[src/design/led_board_defs.svh]
/*
 * Board-level constants for the LED subsystem.
 * Include wherever pixel count, WS281x timing or reset length is needed.
 */
`ifndef LED_BOARD_DEFS_SVH
`define LED_BOARD_DEFS_SVH

// Pixels in the serial RGB chain.
`define LED_COUNT 4

// WS281x bit timing in main clock cycles.
`define WS_BIT_CYCLES 63
`define WS_T0H_CYCLES 20
`define WS_T1H_CYCLES 40

// Latch gap after a frame.
`define WS_RESET_CYCLES 2500

// Core reset hold after the button is released.
`define RST_HOLD_CYCLES 32

`endif
[src/design/led_board_pkg.sv]
/*
 * Shared types for the LED subsystem: pixel layout, index, channel
 * select and switch vectors. Imported by the RTL blocks and the top level.
 */
`default_nettype none

`include "led_board_defs.svh"

package led_board_pkg;

  // Sent green first, MSB first.
  typedef struct packed {
    logic [7:0] g;
    logic [7:0] r;
    logic [7:0] b;
  } pixel_t;

  typedef logic [$clog2(`LED_COUNT)-1:0] pix_idx_t;

  typedef enum logic [1:0] {
    CHAN_G = 2'd0,
    CHAN_R = 2'd1,
    CHAN_B = 2'd2
  } color_chan_e;

  typedef logic [4:0] nav_sw_t;
  typedef logic [7:0] usr_sw_t;

  // Navigation switch bit positions.
  localparam int NAV_CENTER = 0;
  localparam int NAV_UP     = 1;
  localparam int NAV_DOWN   = 2;
  localparam int NAV_LEFT   = 3;
  localparam int NAV_RIGHT  = 4;

endpackage

`default_nettype wire

[src/design/led_board_top.sv]
/*
 * Board top level for the LED subsystem. Wires the reset controller,
 * switch synchronizers, pixel editor, memory arbiter and WS281x driver.
 */
`timescale 1ns/1ps
`default_nettype none

module led_board_top (
  input  logic       main_clk_buf,
  input  logic       rst_sys_n,
  input  logic [4:0] nav_sw_ni,
  input  logic [7:0] usr_sw_ni,
  output logic [7:0] usr_led_o,
  output logic       led_bootok_o,
  output logic       rgbled_o
);
  import led_board_pkg::*;

  logic        rst_core_n;
  nav_sw_t     nav_press;
  usr_sw_t     usr_level;
  logic        drv_req;
  logic        drv_gnt;
  logic        drv_rd_valid;
  pix_idx_t    drv_idx;
  pixel_t      drv_rdata;
  logic        ed_req;
  logic        ed_gnt;
  pix_idx_t    ed_idx;
  pixel_t      ed_wdata;
  logic        ram_en;
  logic        ram_we;
  pix_idx_t    ram_addr;
  pixel_t      ram_wdata;
  pixel_t      ram_rdata;
  color_chan_e ed_chan;
  pix_idx_t    ed_cur_idx;
  logic        ws_dout;

  rst_ctrl u_rst_ctrl (
    .main_clk_buf(main_clk_buf),
    .rst_sys_n   (rst_sys_n),
    .rst_core_no (rst_core_n)
  );

  assign led_bootok_o = rst_core_n;

  sw_sync #(.sw_t(led_board_pkg::nav_sw_t)) u_nav_sync (
    .main_clk_buf(main_clk_buf),
    .rst_core_ni (rst_core_n),
    .sw_pad_ni   (nav_sw_ni),
    .sw_level_o  (),
    .sw_press_o  (nav_press)
  );

  sw_sync #(.sw_t(led_board_pkg::usr_sw_t)) u_usr_sync (
    .main_clk_buf(main_clk_buf),
    .rst_core_ni (rst_core_n),
    .sw_pad_ni   (usr_sw_ni),
    .sw_level_o  (usr_level),
    .sw_press_o  ()
  );

  pixel_editor u_pixel_editor (
    .main_clk_buf(main_clk_buf),
    .rst_core_ni (rst_core_n),
    .nav_press_i (nav_press),
    .usr_level_i (usr_level),
    .ed_req_o    (ed_req),
    .ed_idx_o    (ed_idx),
    .ed_wdata_o  (ed_wdata),
    .ed_gnt_i    (ed_gnt),
    .chan_o      (ed_chan),
    .idx_o       (ed_cur_idx)
  );

  // Editor state on the user LEDs.
  assign usr_led_o = {ed_chan, ed_cur_idx, 4'b0000};

  pixel_arbiter u_pixel_arbiter (
    .main_clk_buf  (main_clk_buf),
    .rst_core_ni   (rst_core_n),
    .drv_req_i     (drv_req),
    .drv_idx_i     (drv_idx),
    .drv_gnt_o     (drv_gnt),
    .drv_rdata_o   (drv_rdata),
    .drv_rd_valid_o(drv_rd_valid),
    .ed_req_i      (ed_req),
    .ed_idx_i      (ed_idx),
    .ed_wdata_i    (ed_wdata),
    .ed_gnt_o      (ed_gnt),
    .ram_en_o      (ram_en),
    .ram_we_o      (ram_we),
    .ram_addr_o    (ram_addr),
    .ram_wdata_o   (ram_wdata),
    .ram_rdata_i   (ram_rdata)
  );

  pixel_ram u_pixel_ram (
    .main_clk_buf(main_clk_buf),
    .rst_core_ni (rst_core_n),
    .en_i        (ram_en),
    .we_i        (ram_we),
    .addr_i      (ram_addr),
    .wdata_i     (ram_wdata),
    .rdata_o     (ram_rdata)
  );

  ws281x_drv u_ws281x_drv (
    .main_clk_buf(main_clk_buf),
    .rst_core_ni (rst_core_n),
    .req_o       (drv_req),
    .idx_o       (drv_idx),
    .gnt_i       (drv_gnt),
    .rdata_i     (drv_rdata),
    .rd_valid_i  (drv_rd_valid),
    .dout_o      (ws_dout),
    .frame_done_o()
  );

  // The board level shifter inverts the data line.
  assign rgbled_o = ~ws_dout;

endmodule

`default_nettype wire

[src/design/ws281x_drv.sv]
/*
 * WS281x chain driver. Reads pixels from frame memory one ahead of the
 * pixel being shifted, sends each bit as a timed high pulse and closes
 * every frame with a low latch gap.
 */
`timescale 1ns/1ps
`default_nettype none

`include "led_board_defs.svh"

module ws281x_drv (
  input  logic                    main_clk_buf,
  input  logic                    rst_core_ni,
  output logic                    req_o,
  output led_board_pkg::pix_idx_t idx_o,
  input  logic                    gnt_i,
  input  led_board_pkg::pixel_t   rdata_i,
  input  logic                    rd_valid_i,
  output logic                    dout_o,
  output logic                    frame_done_o
);
  import led_board_pkg::*;

  localparam int TICK_W = $clog2(`WS_RESET_CYCLES);
  localparam logic [TICK_W-1:0] BIT_LAST = TICK_W'(`WS_BIT_CYCLES - 1);
  localparam logic [TICK_W-1:0] GAP_LAST = TICK_W'(`WS_RESET_CYCLES - 1);
  localparam logic [TICK_W-1:0] T0H      = TICK_W'(`WS_T0H_CYCLES);
  localparam logic [TICK_W-1:0] T1H      = TICK_W'(`WS_T1H_CYCLES);
  localparam logic [4:0]        BIT_IDX_LAST = 5'd23;
  localparam pix_idx_t          PIX_LAST = pix_idx_t'(`LED_COUNT - 1);

  typedef enum logic [1:0] {
    ST_FETCH,
    ST_SHIFT,
    ST_GAP
  } state_e;

  state_e            state_q;
  logic              req_q;
  pix_idx_t          idx_q;
  pix_idx_t          pix_cnt_q;
  logic [4:0]        bit_cnt_q;
  logic [TICK_W-1:0] tick_q;
  logic              done_q;
  logic              dout_q;
  logic [23:0]       shift_q;
  pixel_t            buf_q;
  logic              bit_end;

  assign bit_end = (state_q == ST_SHIFT) && (tick_q == BIT_LAST);

  always_ff @(posedge main_clk_buf or negedge rst_core_ni) begin
    if (!rst_core_ni) begin
      state_q   <= ST_FETCH;
      req_q     <= 1'b0;
      idx_q     <= '0;
      pix_cnt_q <= '0;
      bit_cnt_q <= '0;
      tick_q    <= '0;
      done_q    <= 1'b0;
    end else begin
      done_q <= 1'b0;
      if (gnt_i) begin
        req_q <= 1'b0;
      end
      case (state_q)
        ST_FETCH: begin
          if (rd_valid_i) begin
            state_q   <= ST_SHIFT;
            pix_cnt_q <= '0;
            bit_cnt_q <= '0;
            tick_q    <= '0;
            // Prefetch pixel 1 while pixel 0 shifts.
            if (`LED_COUNT > 1) begin
              req_q <= 1'b1;
              idx_q <= pix_idx_t'(1);
            end
          end else if (!req_q) begin
            req_q <= 1'b1;
            idx_q <= '0;
          end
        end
        ST_SHIFT: begin
          if (tick_q == BIT_LAST) begin
            tick_q <= '0;
            if (bit_cnt_q == BIT_IDX_LAST) begin
              bit_cnt_q <= '0;
              if (pix_cnt_q == PIX_LAST) begin
                state_q <= ST_GAP;
              end else begin
                pix_cnt_q <= pix_cnt_q + pix_idx_t'(1);
                if (int'(pix_cnt_q) + 2 < `LED_COUNT) begin
                  req_q <= 1'b1;
                  idx_q <= pix_cnt_q + pix_idx_t'(2);
                end
              end
            end else begin
              bit_cnt_q <= bit_cnt_q + 5'd1;
            end
          end else begin
            tick_q <= tick_q + TICK_W'(1);
          end
        end
        default: begin
          if (tick_q == GAP_LAST) begin
            tick_q  <= '0;
            done_q  <= 1'b1;
            state_q <= ST_FETCH;
          end else begin
            tick_q <= tick_q + TICK_W'(1);
          end
        end
      endcase
    end
  end

  // Pixel payload path.
  always_ff @(posedge main_clk_buf) begin
    if (state_q == ST_FETCH && rd_valid_i) begin
      shift_q <= rdata_i;
    end else if (bit_end) begin
      shift_q <= (bit_cnt_q == BIT_IDX_LAST) ? buf_q : {shift_q[22:0], 1'b0};
    end
    if (state_q == ST_SHIFT && rd_valid_i) begin
      buf_q <= rdata_i;
    end
  end

  // Registered pin drive keeps the output free of decode glitches.
  always_ff @(posedge main_clk_buf or negedge rst_core_ni) begin
    if (!rst_core_ni) begin
      dout_q <= 1'b0;
    end else begin
      dout_q <= (state_q == ST_SHIFT) && (tick_q < (shift_q[23] ? T1H : T0H));
    end
  end

  assign req_o        = req_q;
  assign idx_o        = idx_q;
  assign dout_o       = dout_q;
  assign frame_done_o = done_q;

  gap_low_a: assert property (@(posedge main_clk_buf) disable iff (!rst_core_ni)
    (state_q == ST_GAP) |-> !dout_o);

endmodule

`default_nettype wire

[src/design/pixel_editor.sv]
/*
 * Switch-driven pixel editor. Navigation presses select a channel and
 * pixel, load the user switch byte and request a write to pixel memory.
 */
`timescale 1ns/1ps
`default_nettype none

`include "led_board_defs.svh"

module pixel_editor (
  input  logic                       main_clk_buf,
  input  logic                       rst_core_ni,
  input  led_board_pkg::nav_sw_t     nav_press_i,
  input  led_board_pkg::usr_sw_t     usr_level_i,
  output logic                       ed_req_o,
  output led_board_pkg::pix_idx_t    ed_idx_o,
  output led_board_pkg::pixel_t      ed_wdata_o,
  input  logic                       ed_gnt_i,
  output led_board_pkg::color_chan_e chan_o,
  output led_board_pkg::pix_idx_t    idx_o
);
  import led_board_pkg::*;

  color_chan_e chan_q;
  pix_idx_t    idx_q;
  pixel_t      color_q;
  logic        req_q;

  function automatic color_chan_e chan_next(input color_chan_e c);
    case (c)
      CHAN_G:  return CHAN_R;
      CHAN_R:  return CHAN_B;
      default: return CHAN_G;
    endcase
  endfunction

  function automatic color_chan_e chan_prev(input color_chan_e c);
    case (c)
      CHAN_G:  return CHAN_B;
      CHAN_B:  return CHAN_R;
      default: return CHAN_G;
    endcase
  endfunction

  always_ff @(posedge main_clk_buf or negedge rst_core_ni) begin
    if (!rst_core_ni) begin
      chan_q  <= CHAN_G;
      idx_q   <= '0;
      color_q <= '0;
      req_q   <= 1'b0;
    end else if (req_q) begin
      // Busy until the write lands; presses are dropped meanwhile.
      if (ed_gnt_i) begin
        req_q <= 1'b0;
      end
    end else begin
      if (nav_press_i[NAV_LEFT]) begin
        chan_q <= chan_prev(chan_q);
      end else if (nav_press_i[NAV_RIGHT]) begin
        chan_q <= chan_next(chan_q);
      end
      if (nav_press_i[NAV_UP]) begin
        case (chan_q)
          CHAN_G:  color_q.g <= usr_level_i;
          CHAN_R:  color_q.r <= usr_level_i;
          default: color_q.b <= usr_level_i;
        endcase
      end
      if (nav_press_i[NAV_DOWN]) begin
        if (idx_q == pix_idx_t'(`LED_COUNT - 1)) begin
          idx_q <= '0;
        end else begin
          idx_q <= idx_q + pix_idx_t'(1);
        end
      end
      if (nav_press_i[NAV_CENTER]) begin
        req_q <= 1'b1;
      end
    end
  end

  assign ed_req_o   = req_q;
  assign ed_idx_o   = idx_q;
  assign ed_wdata_o = color_q;
  assign chan_o     = chan_q;
  assign idx_o      = idx_q;

  req_stable_a: assert property (@(posedge main_clk_buf) disable iff (!rst_core_ni)
    ed_req_o && !ed_gnt_i |=> ed_req_o && $stable(ed_idx_o) && $stable(ed_wdata_o));

endmodule

`default_nettype wire

[src/design/pixel_arbiter.sv]
/*
 * Arbiter for the single pixel memory port. The LED driver reads,
 * the editor writes; the driver has fixed priority.
 */
`timescale 1ns/1ps
`default_nettype none

module pixel_arbiter (
  input  logic                    main_clk_buf,
  input  logic                    rst_core_ni,
  // LED driver read port.
  input  logic                    drv_req_i,
  input  led_board_pkg::pix_idx_t drv_idx_i,
  output logic                    drv_gnt_o,
  output led_board_pkg::pixel_t   drv_rdata_o,
  output logic                    drv_rd_valid_o,
  // Editor write port.
  input  logic                    ed_req_i,
  input  led_board_pkg::pix_idx_t ed_idx_i,
  input  led_board_pkg::pixel_t   ed_wdata_i,
  output logic                    ed_gnt_o,
  // Memory side.
  output logic                    ram_en_o,
  output logic                    ram_we_o,
  output led_board_pkg::pix_idx_t ram_addr_o,
  output led_board_pkg::pixel_t   ram_wdata_o,
  input  led_board_pkg::pixel_t   ram_rdata_i
);
  // Requesters drop their level on the clock edge that ends the grant,
  // so a combinational grant is seen as a single-cycle pulse.
  assign drv_gnt_o = drv_req_i;
  assign ed_gnt_o  = ed_req_i & ~drv_req_i;

  assign ram_en_o    = drv_gnt_o | ed_gnt_o;
  assign ram_we_o    = ed_gnt_o;
  assign ram_addr_o  = drv_gnt_o ? drv_idx_i : ed_idx_i;
  assign ram_wdata_o = ed_wdata_i;

  // Read data lands one clock after the driver's grant.
  always_ff @(posedge main_clk_buf or negedge rst_core_ni) begin
    if (!rst_core_ni) begin
      drv_rd_valid_o <= 1'b0;
    end else begin
      drv_rd_valid_o <= drv_gnt_o;
    end
  end

  assign drv_rdata_o = ram_rdata_i;

  // Editor never waits more than one clock behind a driver read.
  ed_wait_a: assert property (@(posedge main_clk_buf) disable iff (!rst_core_ni)
    ed_req_i && !ed_gnt_o |=> ed_gnt_o);

endmodule

`default_nettype wire

[src/design/pixel_ram.sv]
/*
 * Pixel frame memory with one port and a registered read.
 * Cleared by reset so the chain starts dark.
 */
`timescale 1ns/1ps
`default_nettype none

`include "led_board_defs.svh"

module pixel_ram (
  input  logic                      main_clk_buf,
  input  logic                      rst_core_ni,
  input  logic                      en_i,
  input  logic                      we_i,
  input  led_board_pkg::pix_idx_t   addr_i,
  input  led_board_pkg::pixel_t     wdata_i,
  output led_board_pkg::pixel_t     rdata_o
);
  import led_board_pkg::*;

  pixel_t mem_q [`LED_COUNT];

  always_ff @(posedge main_clk_buf or negedge rst_core_ni) begin
    if (!rst_core_ni) begin
      for (int i = 0; i < `LED_COUNT; i++) begin
        mem_q[i] <= '0;
      end
      rdata_o <= '0;
    end else if (en_i) begin
      if (we_i) begin
        mem_q[addr_i] <= wdata_i;
      end else begin
        rdata_o <= mem_q[addr_i];
      end
    end
  end

endmodule

`default_nettype wire

[src/design/sw_sync.sv]
/*
 * Switch pad synchronizer. Pads are active low; outputs are active high
 * levels and one-clock press pulses. The switch vector type is a parameter.
 */
`timescale 1ns/1ps
`default_nettype none

module sw_sync #(
  parameter type sw_t = logic [7:0]
) (
  input  logic main_clk_buf,
  input  logic rst_core_ni,
  input  sw_t  sw_pad_ni,
  output sw_t  sw_level_o,
  output sw_t  sw_press_o
);
  sw_t meta_q;
  sw_t level_q;
  sw_t prev_q;
  sw_t press_q;

  always_ff @(posedge main_clk_buf or negedge rst_core_ni) begin
    if (!rst_core_ni) begin
      meta_q  <= '0;
      level_q <= '0;
      prev_q  <= '0;
      press_q <= '0;
    end else begin
      meta_q  <= ~sw_pad_ni;
      level_q <= meta_q;
      prev_q  <= level_q;
      // Rising edge of the synchronized level.
      press_q <= level_q & ~prev_q;
    end
  end

  assign sw_level_o = level_q;
  assign sw_press_o = press_q;

endmodule

`default_nettype wire

[src/design/rst_ctrl.sv]
/*
 * Core reset generator. Asserts with the board button, releases a fixed
 * number of clocks after the button goes high again.
 */
`timescale 1ns/1ps
`default_nettype none

`include "led_board_defs.svh"

module rst_ctrl (
  input  logic main_clk_buf,
  input  logic rst_sys_n,
  output logic rst_core_no
);
  localparam int CNT_W = $clog2(`RST_HOLD_CYCLES + 1);
  localparam logic [CNT_W-1:0] HOLD = CNT_W'(`RST_HOLD_CYCLES);

  logic [1:0]       sync_q;
  logic [CNT_W-1:0] hold_cnt_q;

  // Button release is synchronized before the hold count starts.
  always_ff @(posedge main_clk_buf or negedge rst_sys_n) begin
    if (!rst_sys_n) begin
      sync_q      <= 2'b00;
      hold_cnt_q  <= '0;
      rst_core_no <= 1'b0;
    end else begin
      sync_q <= {sync_q[0], 1'b1};
      if (sync_q[1] && hold_cnt_q != HOLD) begin
        hold_cnt_q <= hold_cnt_q + CNT_W'(1);
      end
      if (sync_q[1] && hold_cnt_q == HOLD - CNT_W'(1)) begin
        rst_core_no <= 1'b1;
      end
    end
  end

  hold_low_a: assert property (@(posedge main_clk_buf) disable iff (!rst_sys_n)
    (hold_cnt_q < HOLD) |-> !rst_core_no);

endmodule

`default_nettype wire

[config.mk]
export PLATFORM = sky130hd
export DESIGN_NAME = led_board_top
export DESIGN_NICKNAME = d
export VERILOG_FILES = /design/src/design/led_board_pkg.sv /design/src/design/led_board_top.sv /design/src/design/ws281x_drv.sv /design/src/design/pixel_editor.sv /design/src/design/pixel_arbiter.sv /design/src/design/pixel_ram.sv /design/src/design/sw_sync.sv /design/src/design/rst_ctrl.sv
export VERILOG_INCLUDE_DIRS = /design/src /design/src/design
export SDC_FILE = /design/constraint.sdc
export NUM_CORES = 1
export LEC_CHECK = 0
export ABC_AREA = 1
export BUFFER_PORTS_ARGS = -buffer_cell sky130_fd_sc_hd__buf_2
export CAP_MARGIN = 40
export CORE_UTILIZATION = 40
export CTS_CLUSTER_SIZE = 10
export DETAILED_ROUTE_END_ITERATION = 10
export SYNTH_ARGS = -nofsm -noshare
export SYNTH_HDL_FRONTEND = slang
export SYNTH_SLANG_ARGS = --single-unit
[constraint.sdc]
create_clock -name main_clk_buf -period 6.8 [get_ports main_clk_buf]
set_clock_uncertainty 0.1 [all_clocks]
set_input_delay 0.34 -clock main_clk_buf [delete_from_list [all_inputs] [get_ports main_clk_buf]]
set_output_delay 0.34 -clock main_clk_buf [all_outputs]
set_load 0.1 [all_outputs]
== After elaboration in Yosys (flattened, before gate mapping) ==
Index checks and enable logic that the tools add are counted.

* Bits in registers: 268
* Bits of input ports: 15
* Output and inout bits: 10
* Logic and storage cells: 159

* Add/subtract/negate cells: 7
* Magnitude comparators: 4
* Equality and inequality tests: 17
* Muxes and demuxes: 52
* Bitwise operators: 12
* Reductions and logical operators: 25

{| class="wikitable"
|+ Operator list
! operator !! number
|-
| $mux W24 || 6
|-
| $bwmux W96 || 1
|-
| $bmux W24 S2 || 1
|-
| $demux W24 S2 || 1
|-
| $mux W2 || 19
|-
| $mux W12 || 3
|-
| $lt A32 B4 Y1 const B || 1
|-
| $pmux W12 S2 || 1
|-
| $pmux W2 S2 || 5
|-
| $mux W5 || 3
|-
| $add A12 B1 Y12 const B || 1
|-
| $eq A12 B12 Y1 const B || 1
|-
| $eq A12 B6 Y1 const B || 1
|-
| $lt A12 B12 Y1 || 1
|-
| $ne A2 B2 Y1 const B || 6
|-
| $reduce_and A3 Y1 || 4
|-
| $not A5 Y5 || 2
|-
| $pmux W5 S2 || 1
|-
| $reduce_and A5 Y1 || 2
|-
| $mux W1 || 9
|-
| $not A8 Y8 || 1
|-
| $reduce_and A2 Y1 || 4
|-
| $logic_and A1 B1 Y1 || 7
|-
| $add A6 B1 Y6 const B || 1
|-
| other kinds (24) || 35
|}

== Longest topological paths before layout ==
* Depth in word-level cells: 7
* Depth in mapped cells: 11
* Depth with buffers taken out: 11

== Modules after synthesis ==
A second synthesis with hierarchy kept.

* Cell total of the unflattened synthesis: 1395
* Area, all modules: 12604.6 µm²

{| class="wikitable"
|+ Modules (own cells, without submodules)
! module !! times used !! cells each !! area each (µm²) !! seq. area each (µm²)
|-
| pixel_ram || 1 || 697 || 5440.2 || 3002.9
|-
| ws281x_drv || 1 || 353 || 3485.8 || 2092.0
|-
| pixel_editor || 1 || 136 || 1276.2 || 725.7
|-
| sw_sync at u_usr_sync || 1 || 56 || 910.9 || 800.8
|-
| sw_sync at u_nav_sync || 1 || 35 || 569.3 || 500.5
|-
| rst_ctrl || 1 || 51 || 446.7 || 225.2
|-
| pixel_arbiter || 1 || 61 || 437.9 || 25.0
|-
| led_board_top || 1 || 6 || 37.5 || 0.0
|}

== Worst setup path before layout ==
Ideal clock, no wire load.

* Kind: reg2reg
* Start point: register u_rst_ctrl.rst_core_no (netlist name)
* End point: register u_rst_ctrl.rst_core_no
* Library setup time: 0.108 ns
* Data arrival time: 5.974 ns
* Data required time: 6.592 ns
* Slack: 0.618 ns
* Stages on the path, launching flop included: 2
* Path buffers: 0
* Period minus slack after synthesis: 6.182 ns
* Cell sequence: dfrtp_1 o21bai_1

{| class="wikitable"
|+ RTL lines
! item !! RTL line !! text
|-
| end signal: assignment || rst_ctrl.sv:26 || <nowiki>rst_core_no <= 1'b0;</nowiki>
|-
| end signal: assignment || rst_ctrl.sv:33 || <nowiki>rst_core_no <= 1'b1;</nowiki>
|-
| end: declaration || rst_ctrl.sv:13 || <nowiki>output logic rst_core_no</nowiki>
|}

== Worst setup path after layout ==
* Start point: register u_ws281x_drv.req_q, in the netlist u_ws281x_drv.req_o
* End point: register u_pixel_ram.mem_q[81] (netlist name)

* Longest elaborated chain between the ends: 7
* Elaborated cells on any way between the ends: 12
* Classes of those cells: order compare (2); mux (4); bitwise (4); reduce/logical (2)

{| class="wikitable"
|+ Ends and longest elaborated chain
! item !! RTL line !! text
|-
| start: declaration || ws281x_drv.sv:39 || <nowiki>logic req_q;</nowiki>
|-
| start signal: assignment || ws281x_drv.sv:55 || <nowiki>req_q <= 1'b0;</nowiki>
|-
| start signal: assignment || ws281x_drv.sv:64 || <nowiki>req_q <= 1'b0;</nowiki>
|-
| start signal: assignment || ws281x_drv.sv:75 || <nowiki>req_q <= 1'b1;</nowiki>
|-
| $mux W2 || pixel_arbiter.sv:36 || <nowiki>assign ram_addr_o = drv_gnt_o ? drv_idx_i : ed_idx_i;</nowiki>
|-
| $not A2 Y3 (implied by the code) || pixel_ram.sv:31 || <nowiki>mem_q[addr_i] <= wdata_i;</nowiki>
|-
| $ge A3 B3 Y1 (implied by the code) / $lt A3 B1 Y1 (equally long branches) || pixel_ram.sv:31 ||
|-
| $logic_and A1 B1 Y1 (implied by the code) || pixel_ram.sv:31 ||
|-
| $mux W24 (implied by the code) || pixel_ram.sv:31 ||
|-
| $demux W24 S2 || pixel_ram.sv:31 ||
|-
| $bwmux W96 || pixel_ram.sv:31 ||
|-
| end signal: indexed assignment || pixel_ram.sv:31 ||
|-
| end: declaration || pixel_ram.sv:21 || <nowiki>pixel_t mem_q [`LED_COUNT];</nowiki>
|}

Several ways; a longest one is shown, not always the timed one.
A chain may end at the register's enable or synchronous reset.

==> results.json <==
{
  "hold_class": "primary input to asynchronous set/reset pin",
  "dieHeight_um": 168,
  "yosysTopAreaCell": "dfrtp_1",
  "gp_congestion": 0.790,
  "synth_top_area_share": 0.497,
  "rsz0062_at_grt": "no",
  "post-route-period-util": 0.530,
  "dp_cells": 1477,
  "period_minus_slack_ns": 3.61,
  "worstPathCellList": "inv_2 > nand2_1 > nand2_2 > nor2_4 > nand2_1 > buf_4 > nand2_1 > o21ai_0",
  "fillerInstances": 2585,
  "io_buffers": 20,
  "layout.cells.non_filler": 1538,
  "cp-start-kind": "register",
  "synthFlopType": "dfrtp_1",
  "vias": 7543,
  "synthTopCellsByCount": "396 x nand2_1, 220 x dfrtp_1, 90 x inv_1",
  "path_delay_family": "simple AND/OR/NAND/NOR gates",
  "post_cts_resized": 0,
  "p_per_area_nw_per_um2": 395,
  "n_antenna_cell": 0,
  "fin_util": 0.461,
  "ys_warn_count": 0,
  "initial_core_util": 0.410,
  "post-dp-hpwl_um": 13800,
  "crit_top_cell": "nand2_1",
  "synthTopCellsByArea": "dfrtp_1 50%, nand2_1 13%, edfxtp_1 13%, o21ai_0 3.2%, inv_1 3.0%",
  "multi_input_area_sq_um": 3480,
  "drc_errors": 0,
  "power.total_w": 0.00492,
  "grt_use_total": 0.161,
  "cp_slowest_stage_delay_ns": 0.92,
  "grt_antenna_before_repair": 0,
  "antenna_left": 0,
  "critPathBufInv": 2,
  "netlist_area_sq_um": 11100,
  "cts_setup_buffers": 0,
  "cp_data_required_time_ns": 7.12,
  "tritoncts": "built",
  "vdd_drop_max_mv": 0.410,
  "max_clock_freq_mhz": 277,
  "synth_edf_count": 48,
  "cts.sinks": 268,
  "grt.overflow.total": 0,
  "root_buffer": "clkbuf_16",
  "cts-root-to-sink-buffers": 3,
  "routed_wirelength_um": 21900,
  "cts_buffers": 31,
  "grt_max_degree": 158,
  "nets": 1208,
  "cp_data_arrival_time_ns": 3.93,
  "drv_cap": 0,
  "relSlewSlack": 0.408,
  "crit_type": "register to register",
  "layout-drive-gt1-share": 0.0819,
  "critPathMaxFanout": 31,
  "synth_cell_type_count": 34,
  "clk_pin_slew_ns": 0.06,
  "p_leak_nw": 5.77,
  "core_sq_um": 27000,
  "vias_per_cell": 4.90,
  "wl_per_cell_um": 14.2,
  "seqCellArea_sq_um": 6950,
  "slew_violations": 0,
  "insertion_delay_ns": 0.55,
  "worst_pin_slew_ns": 0.888,
  "area_growth_pct": 12.3,
  "first_iter_violations": 452,
  "whs_ns": 0.0622,
  "hold_viol_final": 0,
  "fp.dieW_um": 168,
  "postCtsHoldBufs": 14,
  "synth.avg_cell_area_sq_um": 9.58,
  "fin_setup_tns_ns": 0,
  "htree_levels": 1,
  "grt_pass1_vias": 7269,
  "first_pass_iters": 5,
  "num_io_pins": 25,
  "ys_ff_latch": 268,
  "ys_seq_area_frac": 0.627,
  "syn_inst": 1157,
  "yosysMostFrequentCell": "nand2_1",
  "die-area_sq_um": 28400,
  "postSynth.asyncResetShare": 0.821,
  "status": "finished clean",
  "grt_pass1_wl_um": 37200,
  "endpoint_kind": "register",
  "setup_viol": 0,
  "rows": 60,
  "crit_slowest_cell": "dfrtp_1"
}
-- cells by family after synthesis --
| kind of cell | after synthesis | synth area share |
|---|---|---|
| xor+xnor | 15 | 0.0119 |
| other cells | 2 | 0.000678 |
| buf+inv | 144 | 0.0606 |
| simple gates | 547 | 0.203 |
| fa+ha+maj | 10 | 0.0113 |
| flops | 268 | 0.627 |
| compound gates | 170 | 0.0848 |
| mux | 1 | 0.00102 |
-- power by group --
part / internal, W / switching (W)
clock: 0.000861 / 0.000600
combinational: 0.000339 / 0.000926
sequential: 0.00192 / 0.000279
-- routing by layer --
metal  GRT usage  part of all wire
met5           0                 0
met2       0.242              0.43
met3      0.0237             0.041
met1       0.244              0.52
met4      0.0368             0.016
-- flip-flops by register name, summed over array words and instances (netlist names), 8 cells and up --
| name | count |
|---|---|
| u_pixel_editor.ed_wdata_o | 24 |
| u_pixel_ram.mem_q | 96 |
| u_pixel_ram.rdata_o | 24 |
| u_usr_sync.meta_q | 8 |
| u_usr_sync.sw_level_o | 8 |
| u_ws281x_drv.buf_q | 24 |
| u_ws281x_drv.shift_q | 24 |
| u_ws281x_drv.tick_q | 12 |
-- cell type report --
cell class / instances / area share
clock inverter: 2 / 0.00201
sequential: 268 / 0.558
clock buffer: 45 / 0.0690
multi-input combinational: 748 / 0.279
tap: 341 / 0.0343
inverter: 92 / 0.0277
timing repair buffer: 42 / 0.0294
-- path summary, 6_finish.rpt --
check	startpoint	end	slack [ns]	cells after the start
max in group asynchronous	u_rst_ctrl.rst_core_no$_DFFE_PN0P_	u_pixel_ram.mem_q[10]$_DFFE_PN0P_	4.93	1
max	u_ws281x_drv.req_o$_DFF_PN0_	u_pixel_ram.mem_q[81]$_DFFE_PN0P_	3.19	8
max reg2reg	u_ws281x_drv.req_o$_DFF_PN0_	u_pixel_ram.mem_q[81]$_DFFE_PN0P_	3.19	8
min in group main_clk_buf	u_usr_sync.meta_q[0]$_DFF_PN0_	u_usr_sync.sw_level_o[0]$_DFF_PN0_	0.25	0
min reg2reg	u_usr_sync.meta_q[0]$_DFF_PN0_	u_usr_sync.sw_level_o[0]$_DFF_PN0_	0.25	0
min	rst_sys_n	u_rst_ctrl.hold_cnt_q[2]$_DFFE_PN0P_	0.06	2
-- metrics by stage --
| step | setup WS, ns | cell area (sq um) |
|---|---|---|
| final | 3.19 | 12400 |
| after global routing | 2.83 | 12400 |
| after CTS | 3.15 | 12400 |
| after detailed placement | 3.17 | 11400 |
| after global placement | 3.26 | 11300 |
| after floorplan | 2.74 | 11100 |
-- worst register-to-register path, delay by kind of cell, from the launching register on --
| kind | cells | cell delay (ns) |
|---|---|---|
| compound gates | 1 | 0.08 |
| simple gates | 5 | 1.55 |
| flops | 1 | 0.92 |
| buf+inv | 2 | 0.84 |
-- placed cells by master, fill, tap and decap left out, drive strengths merged, types with 14 or more instances in the layout --
cell / netlist / routed
dlygate4sd3: 0 / 14
nor2: 79 / 79
nand3: 23 / 23
clkbuf: 15 / 45
inv: 92 / 93
buf: 37 / 28
nand2: 404 / 404
edfxtp: 48 / 48
dfrtp: 220 / 220
xor2: 14 / 14
nand4: 31 / 31
a31oi: 23 / 23
o21ai: 134 / 134
Power figures use the tool's default switching activity.
